<file path="config.mk">
export PLATFORM = sky130hd
export DESIGN_NAME = cpuCore
export DESIGN_NICKNAME = d
export VERILOG_FILES = /design/src/hdl/cpuPkg.sv /design/src/hdl/cpuCore.sv /design/src/hdl/execUnit.sv /design/src/hdl/insnDecode.sv /design/src/hdl/regFile.sv /design/src/hdl/resultSelect.sv
export VERILOG_INCLUDE_DIRS = /design/src /design/src/hdl
export SDC_FILE = /design/constraint.sdc
export NUM_CORES = 2
export LEC_CHECK = 0
export BUFFER_PORTS_ARGS = -buffer_cell sky130_fd_sc_hd__buf_2
export CAP_MARGIN = 20
export CORE_MARGIN = 8
export CORE_UTILIZATION = 32
export CTS_BUF_LIST = sky130_fd_sc_hd__clkbuf_2
export CTS_CLUSTER_DIAMETER = 100
export DETAILED_ROUTE_END_ITERATION = 8
export GPL_TIMING_DRIVEN = 0
export PLACE_DENSITY = 0.55
export SETUP_SLACK_MARGIN = 0.1
export SLEW_MARGIN = 5
export SYNTH_ARGS = -nofsm -noshare
export SYNTH_HDL_FRONTEND = slang
export SYNTH_HIERARCHICAL = 1
export SYNTH_SLANG_ARGS = --single-unit
</file>
<file path="constraint.sdc">
create_clock -name clk -period 11.45 [get_ports clk]
set_input_delay 0.5725 -clock clk [delete_from_list [all_inputs] [get_ports clk]]
set_output_delay 0.5725 -clock clk [all_outputs]
set_load 0.01 [all_outputs]
</file>
<file path="src/hdl/cpu_config.svh">
`ifndef CPU_CONFIG_SVH
`define CPU_CONFIG_SVH

// data and address width
`define CPU_WORD_W 32

// word address of the first fetch
`define CPU_RESET_VECTOR 32'h0000_0000

`endif

</file>
<file path="src/hdl/cpuPkg.sv">
`include "cpu_config.svh"

package cpuPkg;

    typedef enum logic [3:0] {
        opOr   = 4'h0,
        opAnd  = 4'h1,
        opXor  = 4'h2,
        opSra  = 4'h3,
        opAdd  = 4'h4,
        opMul  = 4'h5,
        opEq   = 4'h6,
        opLt   = 4'h7,
        opOrn  = 4'h8,
        opAndn = 4'h9,
        opPack = 4'ha,
        opSrl  = 4'hb,
        opSub  = 4'hc,
        opShl  = 4'hd,
        opBit  = 4'he,
        opGe   = 4'hf
    } aluOp_t;

    // operand routing, see insnDecode
    typedef enum logic [1:0] {
        kindXYI   = 2'b00,
        kindXIY   = 2'b01,
        kindIXY   = 2'b10,
        kindImm20 = 2'b11
    } insnKind_t;

    typedef enum logic [2:0] {
        stExec,
        stExecWait,
        stAddr,
        stData,
        stWrite,
        stFetch,
        stLatch
    } seqState_t;

    typedef struct packed {
        logic [3:0]             z;
        logic [3:0]             x;
        logic [3:0]             y;
        aluOp_t                 op;
        insnKind_t              kind;
        logic [`CPU_WORD_W-1:0] imm;      // sign-extended
        logic                   isStore;
        logic                   isLoad;
        logic                   derefRhs; // dd[0]
        logic                   isBranch;
    } decodedInsn_t;

    typedef struct packed {
        logic [`CPU_WORD_W-1:0] addr;
        logic [`CPU_WORD_W-1:0] wdata;
        logic                   we;
    } busReq_t;

endpackage

</file>
<file path="src/hdl/cpuCore.sv">
`include "cpu_config.svh"
`timescale 1ns/1ps

module cpuCore import cpuPkg::*; (
    input  logic                   clk,
    input  logic                   reset,
    output busReq_t                req_o,
    output logic                   stb_o,
    output logic                   cyc_o,
    input  logic                   ack_i,
    input  logic [`CPU_WORD_W-1:0] rdata_i,
    input  logic                   err_i,
    input  logic                   rty_i,
    output logic                   halted_o
);

    seqState_t              state;
    decodedInsn_t           dec;
    logic [`CPU_WORD_W-1:0] pc;       // current fetch address
    logic [`CPU_WORD_W-1:0] nextPc;
    logic [`CPU_WORD_W-1:0] insn;
    logic [`CPU_WORD_W-1:0] busData;
    logic [`CPU_WORD_W-1:0] resultQ;
    logic [`CPU_WORD_W-1:0] xVal, yVal, zVal;
    logic [`CPU_WORD_W-1:0] aVal, bVal, cVal;
    logic [`CPU_WORD_W-1:0] result;
    logic [`CPU_WORD_W-1:0] wrData, dataAddr, storeData, fetchAddr;
    logic                   execStart, execDone, wrEn, memOp, busFault;

    function automatic busReq_t makeReq(
        input logic [`CPU_WORD_W-1:0] addr,
        input logic [`CPU_WORD_W-1:0] wdata,
        input logic                   we
    );
        busReq_t req;
        req.addr  = addr;
        req.wdata = wdata;
        req.we    = we;
        return req;
    endfunction

    assign execStart = (state == stExec);
    assign wrEn      = (state == stWrite) && !dec.isStore;
    assign memOp     = dec.isLoad || dec.isStore;
    assign busFault  = stb_o && (err_i || rty_i);
    assign cyc_o     = stb_o;

    always_ff @(posedge clk) begin
        if (reset) begin
            state    <= stFetch;
            stb_o    <= 1'b0;
            req_o    <= makeReq(`CPU_RESET_VECTOR, '0, 1'b0);
            pc       <= `CPU_RESET_VECTOR;
            halted_o <= 1'b0;
        end else if (!halted_o) begin
            if (busFault) begin
                halted_o <= 1'b1; // sticky until reset
                stb_o    <= 1'b0;
                req_o.we <= 1'b0;
            end else begin
                case (state)
                    stFetch: begin
                        if (!stb_o) begin // first fetch after reset
                            stb_o <= 1'b1;
                            req_o <= makeReq(pc, '0, 1'b0);
                        end else if (ack_i) begin
                            stb_o <= 1'b0;
                            state <= stLatch;
                        end
                    end
                    stLatch: state <= stExec;
                    stExec: state <= stExecWait;
                    stExecWait: begin
                        if (execDone) begin
                            state <= stAddr;
                        end
                    end
                    stAddr: begin
                        if (memOp) begin
                            stb_o <= 1'b1;
                            req_o <= makeReq(dataAddr, storeData, dec.isStore);
                            state <= stData;
                        end else begin
                            state <= stWrite;
                        end
                    end
                    stData: begin
                        if (ack_i) begin
                            stb_o    <= 1'b0;
                            req_o.we <= 1'b0;
                            state    <= stWrite;
                        end
                    end
                    stWrite: begin // writeback and next fetch
                        pc    <= fetchAddr;
                        stb_o <= 1'b1;
                        req_o <= makeReq(fetchAddr, '0, 1'b0);
                        state <= stFetch;
                    end
                    default: state <= stFetch;
                endcase
            end
        end
    end

    always_ff @(posedge clk) begin
        if (stb_o && ack_i) begin
            busData <= rdata_i; // fetch word or load data
        end
        if (state == stLatch) begin
            insn   <= busData;
            nextPc <= pc + 1'b1;
        end
        if (execDone) begin
            resultQ <= result;
        end
    end

    regFile uRegFile (
        .clk      (clk),
        .reset    (reset),
        .xIdx_i   (dec.x),
        .yIdx_i   (dec.y),
        .zIdx_i   (dec.z),
        .wrEn_i   (wrEn),
        .wrData_i (wrData),
        .nextPc_i (nextPc),
        .xVal_o   (xVal),
        .yVal_o   (yVal),
        .zVal_o   (zVal)
    );

    insnDecode uDecode (
        .insn_i (insn),
        .xVal_i (xVal),
        .yVal_i (yVal),
        .dec_o  (dec),
        .aVal_o (aVal),
        .bVal_o (bVal),
        .cVal_o (cVal)
    );

    execUnit uExec (
        .clk      (clk),
        .reset    (reset),
        .start_i  (execStart),
        .op_i     (dec.op),
        .aVal_i   (aVal),
        .bVal_i   (bVal),
        .cVal_i   (cVal),
        .done_o   (execDone),
        .result_o (result)
    );

    resultSelect uResult (
        .dec_i       (dec),
        .result_i    (resultQ),
        .loadData_i  (busData),
        .zVal_i      (zVal),
        .nextPc_i    (nextPc),
        .wrData_o    (wrData),
        .dataAddr_o  (dataAddr),
        .storeData_o (storeData),
        .fetchAddr_o (fetchAddr)
    );

    assert property (@(posedge clk) disable iff (reset) halted_o |-> !stb_o)
        else $error("strobe raised after halt");

    // request held through back-pressure
    assert property (@(posedge clk) disable iff (reset)
        (stb_o && !ack_i && !err_i && !rty_i) |=> (stb_o && $stable(req_o)))
        else $error("request changed before acknowledge");

endmodule

</file>
<file path="src/hdl/execUnit.sv">
`include "cpu_config.svh"
`timescale 1ns/1ps

module execUnit import cpuPkg::*; (
    input  logic                   clk,
    input  logic                   reset,
    input  logic                   start_i,
    input  aluOp_t                 op_i,
    input  logic [`CPU_WORD_W-1:0] aVal_i,
    input  logic [`CPU_WORD_W-1:0] bVal_i,
    input  logic [`CPU_WORD_W-1:0] cVal_i,
    output logic                   done_o,
    output logic [`CPU_WORD_W-1:0] result_o
);

    logic                   valid1;
    logic                   valid2;
    aluOp_t                 op1;
    logic [`CPU_WORD_W-1:0] a1;
    logic [`CPU_WORD_W-1:0] b1;
    logic [`CPU_WORD_W-1:0] c1;
    logic [`CPU_WORD_W-1:0] alu2;
    logic [`CPU_WORD_W-1:0] c2;

    function automatic logic [`CPU_WORD_W-1:0] aluEval(
        input aluOp_t                 op,
        input logic [`CPU_WORD_W-1:0] a,
        input logic [`CPU_WORD_W-1:0] b
    );
        logic [`CPU_WORD_W-1:0] res;
        logic [`CPU_WORD_W-1:0] shifted;
        shifted = a >> b;
        case (op)
            opOr:   res = a | b;
            opAnd:  res = a & b;
            opXor:  res = a ^ b;
            opSra:  res = $signed(a) >>> b;
            opAdd:  res = a + b;
            opMul:  res = a * b;
            opEq:   res = {`CPU_WORD_W{a == b}};
            opLt:   res = {`CPU_WORD_W{$signed(a) < $signed(b)}};
            opOrn:  res = a | ~b;
            opAndn: res = a & ~b;
            opPack: res = {a[19:0], b[11:0]};
            opSrl:  res = a >> b;
            opSub:  res = a - b;
            opShl:  res = a << b;
            opBit:  res = {`CPU_WORD_W{shifted[0]}}; // bit b of a
            opGe:   res = {`CPU_WORD_W{$signed(a) >= $signed(b)}};
        endcase
        return res;
    endfunction

    always_ff @(posedge clk) begin
        if (reset) begin
            valid1 <= 1'b0;
            valid2 <= 1'b0;
            done_o <= 1'b0;
        end else begin
            valid1 <= start_i;
            valid2 <= valid1;
            done_o <= valid2;
        end
    end

    always_ff @(posedge clk) begin
        if (start_i) begin // stage 1
            op1 <= op_i;
            a1  <= aVal_i;
            b1  <= bVal_i;
            c1  <= cVal_i;
        end
        if (valid1) begin // stage 2
            alu2 <= aluEval(op1, a1, b1);
            c2   <= c1;
        end
        if (valid2) begin
            result_o <= alu2 + c2;
        end
    end

endmodule

</file>
<file path="src/hdl/insnDecode.sv">
`include "cpu_config.svh"
`timescale 1ns/1ps

module insnDecode import cpuPkg::*; (
    input  logic [`CPU_WORD_W-1:0] insn_i,
    input  logic [`CPU_WORD_W-1:0] xVal_i,
    input  logic [`CPU_WORD_W-1:0] yVal_i,
    output decodedInsn_t           dec_o,
    output logic [`CPU_WORD_W-1:0] aVal_o,
    output logic [`CPU_WORD_W-1:0] bVal_o,
    output logic [`CPU_WORD_W-1:0] cVal_o
);

    insnKind_t  kind;
    logic [1:0] dd;

    assign kind = insnKind_t'(insn_i[31:30]);
    assign dd   = insn_i[29:28];

    always_comb begin
        dec_o.kind = kind;
        dec_o.z    = insn_i[27:24];
        dec_o.x    = insn_i[23:20];
        if (kind == kindImm20) begin
            dec_o.y   = 4'd0;
            dec_o.op  = opOr; // forced
            dec_o.imm = {{(`CPU_WORD_W-20){insn_i[19]}}, insn_i[19:0]};
        end else begin
            dec_o.y   = insn_i[19:16];
            dec_o.op  = aluOp_t'(insn_i[15:12]);
            dec_o.imm = {{(`CPU_WORD_W-12){insn_i[11]}}, insn_i[11:0]};
        end
        dec_o.isStore  = ^dd;  // dd 01 or 10
        dec_o.isLoad   = &dd;
        dec_o.derefRhs = dd[0];
        dec_o.isBranch = (&insn_i[27:24]) && !(^dd);
    end

    always_comb begin
        case (kind)
            kindXYI: begin
                aVal_o = xVal_i;
                bVal_o = yVal_i;
                cVal_o = dec_o.imm;
            end
            kindXIY: begin
                aVal_o = xVal_i;
                bVal_o = dec_o.imm;
                cVal_o = yVal_i;
            end
            kindIXY: begin
                aVal_o = dec_o.imm;
                bVal_o = xVal_i;
                cVal_o = yVal_i;
            end
            default: begin // kindImm20
                aVal_o = '0;
                bVal_o = xVal_i;
                cVal_o = dec_o.imm;
            end
        endcase
    end

endmodule

</file>
<file path="src/hdl/regFile.sv">
`include "cpu_config.svh"
`timescale 1ns/1ps

module regFile (
    input  logic                   clk,
    input  logic                   reset,
    input  logic [3:0]             xIdx_i,
    input  logic [3:0]             yIdx_i,
    input  logic [3:0]             zIdx_i,
    input  logic                   wrEn_i,
    input  logic [`CPU_WORD_W-1:0] wrData_i,
    input  logic [`CPU_WORD_W-1:0] nextPc_i,
    output logic [`CPU_WORD_W-1:0] xVal_o,
    output logic [`CPU_WORD_W-1:0] yVal_o,
    output logic [`CPU_WORD_W-1:0] zVal_o
);

    logic [`CPU_WORD_W-1:0] regs [1:14];

    // r0 is zero, r15 is the pc
    assign xVal_o = (xIdx_i == 4'd0)  ? '0 :
                    (xIdx_i == 4'd15) ? nextPc_i : regs[xIdx_i];
    assign yVal_o = (yIdx_i == 4'd0)  ? '0 :
                    (yIdx_i == 4'd15) ? nextPc_i : regs[yIdx_i];
    assign zVal_o = (zIdx_i == 4'd0)  ? '0 :
                    (zIdx_i == 4'd15) ? nextPc_i : regs[zIdx_i];

    always_ff @(posedge clk) begin
        if (reset) begin
            for (int i = 1; i < 15; i++) begin
                regs[i] <= '0;
            end
        end else if (wrEn_i && zIdx_i != 4'd0 && zIdx_i != 4'd15) begin
            regs[zIdx_i] <= wrData_i;
        end
    end

endmodule

</file>
<file path="src/hdl/resultSelect.sv">
`include "cpu_config.svh"
`timescale 1ns/1ps

module resultSelect import cpuPkg::*; (
    input  decodedInsn_t           dec_i,
    input  logic [`CPU_WORD_W-1:0] result_i,
    input  logic [`CPU_WORD_W-1:0] loadData_i,
    input  logic [`CPU_WORD_W-1:0] zVal_i,
    input  logic [`CPU_WORD_W-1:0] nextPc_i,
    output logic [`CPU_WORD_W-1:0] wrData_o,
    output logic [`CPU_WORD_W-1:0] dataAddr_o,
    output logic [`CPU_WORD_W-1:0] storeData_o,
    output logic [`CPU_WORD_W-1:0] fetchAddr_o
);

    always_comb begin
        if (dec_i.derefRhs && dec_i.isLoad) begin
            wrData_o = loadData_i;
        end else begin
            wrData_o = result_i;
        end

        // dd 01 and 11 address by the result, dd 10 by Z
        if (dec_i.derefRhs) begin
            dataAddr_o  = result_i;
            storeData_o = zVal_i;
        end else begin
            dataAddr_o  = zVal_i;
            storeData_o = result_i;
        end

        if (dec_i.isBranch) begin
            fetchAddr_o = wrData_o; // write to r15
        end else begin
            fetchAddr_o = nextPc_i;
        end
    end

endmodule

</file>
==> PnR_summary.wiki <==
{| class="wikitable"
! Metric !! Value
|-
| Top metal layer carrying routed signals || met5
|-
| Number of standard cells after synthesis || 7,273
|-
| Detail Route met2 WL || 187,000 um
|-
| Clock Skew || about 0.21 ns
|-
| Worst reg2reg path startpoint || uExec/b1[2]
|-
| Post-detailed-route DRC marker count || 0
|-
| Worst voltage drop across the vdd grid || 0.00111 V
|-
| Insertion delay to the later sink of the worst-skew pair || 1.91 ns
|-
| Placeable core region || 235,000 um^2
|-
| Max reg flops || roughly 480
|-
| Register-to-register setup slack || 0.48 ns
|-
| Post-synthesis average cell area || 10.3 um^2
|-
| Worst path top cell family by delay || adder cells
|-
| Number of clock buffers inserted by TritonCTS || between 200 and 250
|-
| Minimum clock period after layout || 10.97 ns
|-
| Post-Layout Cell Count || 11,196
|-
| Unrepaired setup endpoints after global routing || no
|-
| Slew at the pin closest to its max-slew limit || 1.42 ns
|-
| Arrival time reported for the critical path endpoint || 12.45 ns
|-
| Worst hold path type || in -> reg
|-
| Area taken by multi-input logic gates || roughly 44,000 um^2
|-
| Cell Rows || 178
|-
| WHS Endpoint || uRegFile/regs[8][4]
|-
| Average wire length per cell after detail routing || roughly 39 um
|-
| Residual overflow from global routing || 0
|-
| Fmax achieved || 91.2 MHz
|-
| Initial Utilization || 0.321
|-
| Final setup violation count || 0
|-
| Total track usage || 0.339
|-
| Buffers & Inverters on Critical Path || 9
|-
| Crit-path max FO || 10
|-
| Pwr dens || 232 nW/um^2
|-
| Layout cell share with drive strength beyond 1 || 0.166
|-
| Worst slew margin relative to its limit || 0.0510
|-
| Routed length on met3 || approximately 51,000 um
|-
| Final WL || 441,000 um
|-
| Syn Std Cell Area || around 75,000 um^2
|-
| Destination of the worst register-to-register timing path || uExec/alu2[29]
|-
| Most common cell after layout, fill and taps aside || edfxtp_1
|-
| Kind of end point of the critical path || flip-flop
|-
| Hold path startpoint || reset
|-
| Global-route wire length before repair || 585,000 um
|-
| Hold Path Depth || 3
|-
| Sinks on the clock net || 910
|-
| Result of the run || finished clean
|-
| Required time of the critical path || 12.93 ns
|-
| Count of yosys warnings during synthesis || 6
|-
| Setup ws final || 0.480 ns
|-
| Endpoints failing hold || 0
|-
| Clock input transition at the sequential cells of the worst setup and hold paths || 0.12 ns
|-
| Die width || 501 um
|-
| Area of the die || 251,000 um^2
|-
| # IOs || 105
|-
| Final number of max-transition violations || 0
|-
| # fillers || 23,904
|-
| Vias per cell || 6.25
|-
| Length in cells of the worst reg-to-reg path || 29
|-
| Ratio of final minimum period to clock period || 0.958
|-
| Relative area change from synthesis to final layout || 11.8%
|-
| Clock tree from TritonCTS || built
|-
| Static Leakage || 32.8 nW
|-
| Path type of the worst setup path || reg -> reg
|-
| Initial antenna violation count || 43
|-
| Number of violations of the max-capacitance limit || 0
|-
| DPL Wire Length || around 330,000 um
|-
| RD Place Congestion || 1.08
|-
| Largest stage delay on the critical path || 0.61 ns
|-
| Largest regs || uRegFile/regs: 481 flops, req_o: 65 flops
|-
| Max stage delay cell, worst path || edfxtp_1
|-
| Total negative setup slack || 0 ns
|-
| Library cell used as clock root buffer || clkbuf_2
|-
| Most used cell, CP || fa_1
|-
| Commonest non-fill, non-tap cells in the layout || edfxtp_1, and2_1, nand2_1
|-
| Clk buf depth || 3
|-
| Total area of sequential cells || 26,300 um^2
|-
| CP startpoint kind || flip-flop
|-
| Height of the chip || 501 um
|-
| Top reg by flops || uRegFile/regs
|-
| Vias in the first global route || 67,388
|-
| Final Hold Slack || 0.165 ns
|-
| Met1 wire length || 158,000 um
|-
| Initial DRC Count || roughly 11,000
|-
| Number of placed instances, taps included || 10,622
|-
| Largest net degree at the start of global routing || 39
|-
| Count of H-tree levels built during CTS || 4
|-
| Worst slack at placement || between 0.15 and 0.2 ns
|-
| Final nets || 8,498
|-
| Initial DRT Pass Iterations || 6
|-
| Overall Power || 19.5 mW
|-
| DR vias || 69,978
|-
| Number of routed nets with antenna violations || 0
|-
| Number of buffers inserted by port buffering || 104
|}
[routing by layer]
layer	vias up	GRT usage
li1	27300	-
met1	35245	0.401
met2	5772	0.505
met3	1647	0.111
met4	14	0.268
met5	-	0
[where the power goes]
group	leakage [nW]	switching [mW]	total, mW	internal (mW)
registers	8.75	0.242	4.11	3.87
clock network	1.59	1.51	2.35	0.837
logic	22.4	8.51	13.1	4.55
total	32.8	10.3	19.5	9.26
[tightest hold or removal path, cell delays in order]
cell	delay, ns
dlygate4sd3_1	0.53
buf_2	0.25
or2_4	0.46
[metrics by stage]
stage | instance area (um^2) | utilization
6_report | 84100 | 0.359
5_1_grt | 84000 | 0.358
4_1_cts | 83900 | 0.358
3_5_place_dp | 80700 | 0.344
3_3_place_gp | 79800 | 0.340
2_1_floorplan | 75300 | -
[layout make-up]
class                      instances  area share
antenna                           39     0.00116
buffer                           633      0.0370
clock buffer                     336      0.0200
clock inverter                    83     0.00503
inverter                         513      0.0229
multi-input combinational       5248       0.525
sequential                       910       0.313
tap                             3150      0.0469
timing repair buffer             284      0.0300
[repair_timing]
action                     CTS  global route
resized for setup            0             6
hold endpoints to repair   432             0
setup endpoints to repair    0             2
hold buffers               107             0
setup buffers                0             0
[worst max-delay path by stage]
stage                     slack [ns]  cells after the start   startpoint             end
after floorplan                 2.89                     29  uExec/b1[2]  uExec/alu2[29]
after global placement         -0.54                      2     state[0]    uExec/b1[19]
after detailed placement        0.19                     28  uExec/b1[3]  uExec/alu2[29]
after CTS                       0.15                     28  uExec/b1[3]  uExec/alu2[29]
after global routing            0.21                     29  uExec/b1[2]  uExec/alu2[29]
final                           0.48                     29  uExec/b1[2]  uExec/alu2[29]
No activity file was read; power rests on OpenSTA's default activity.
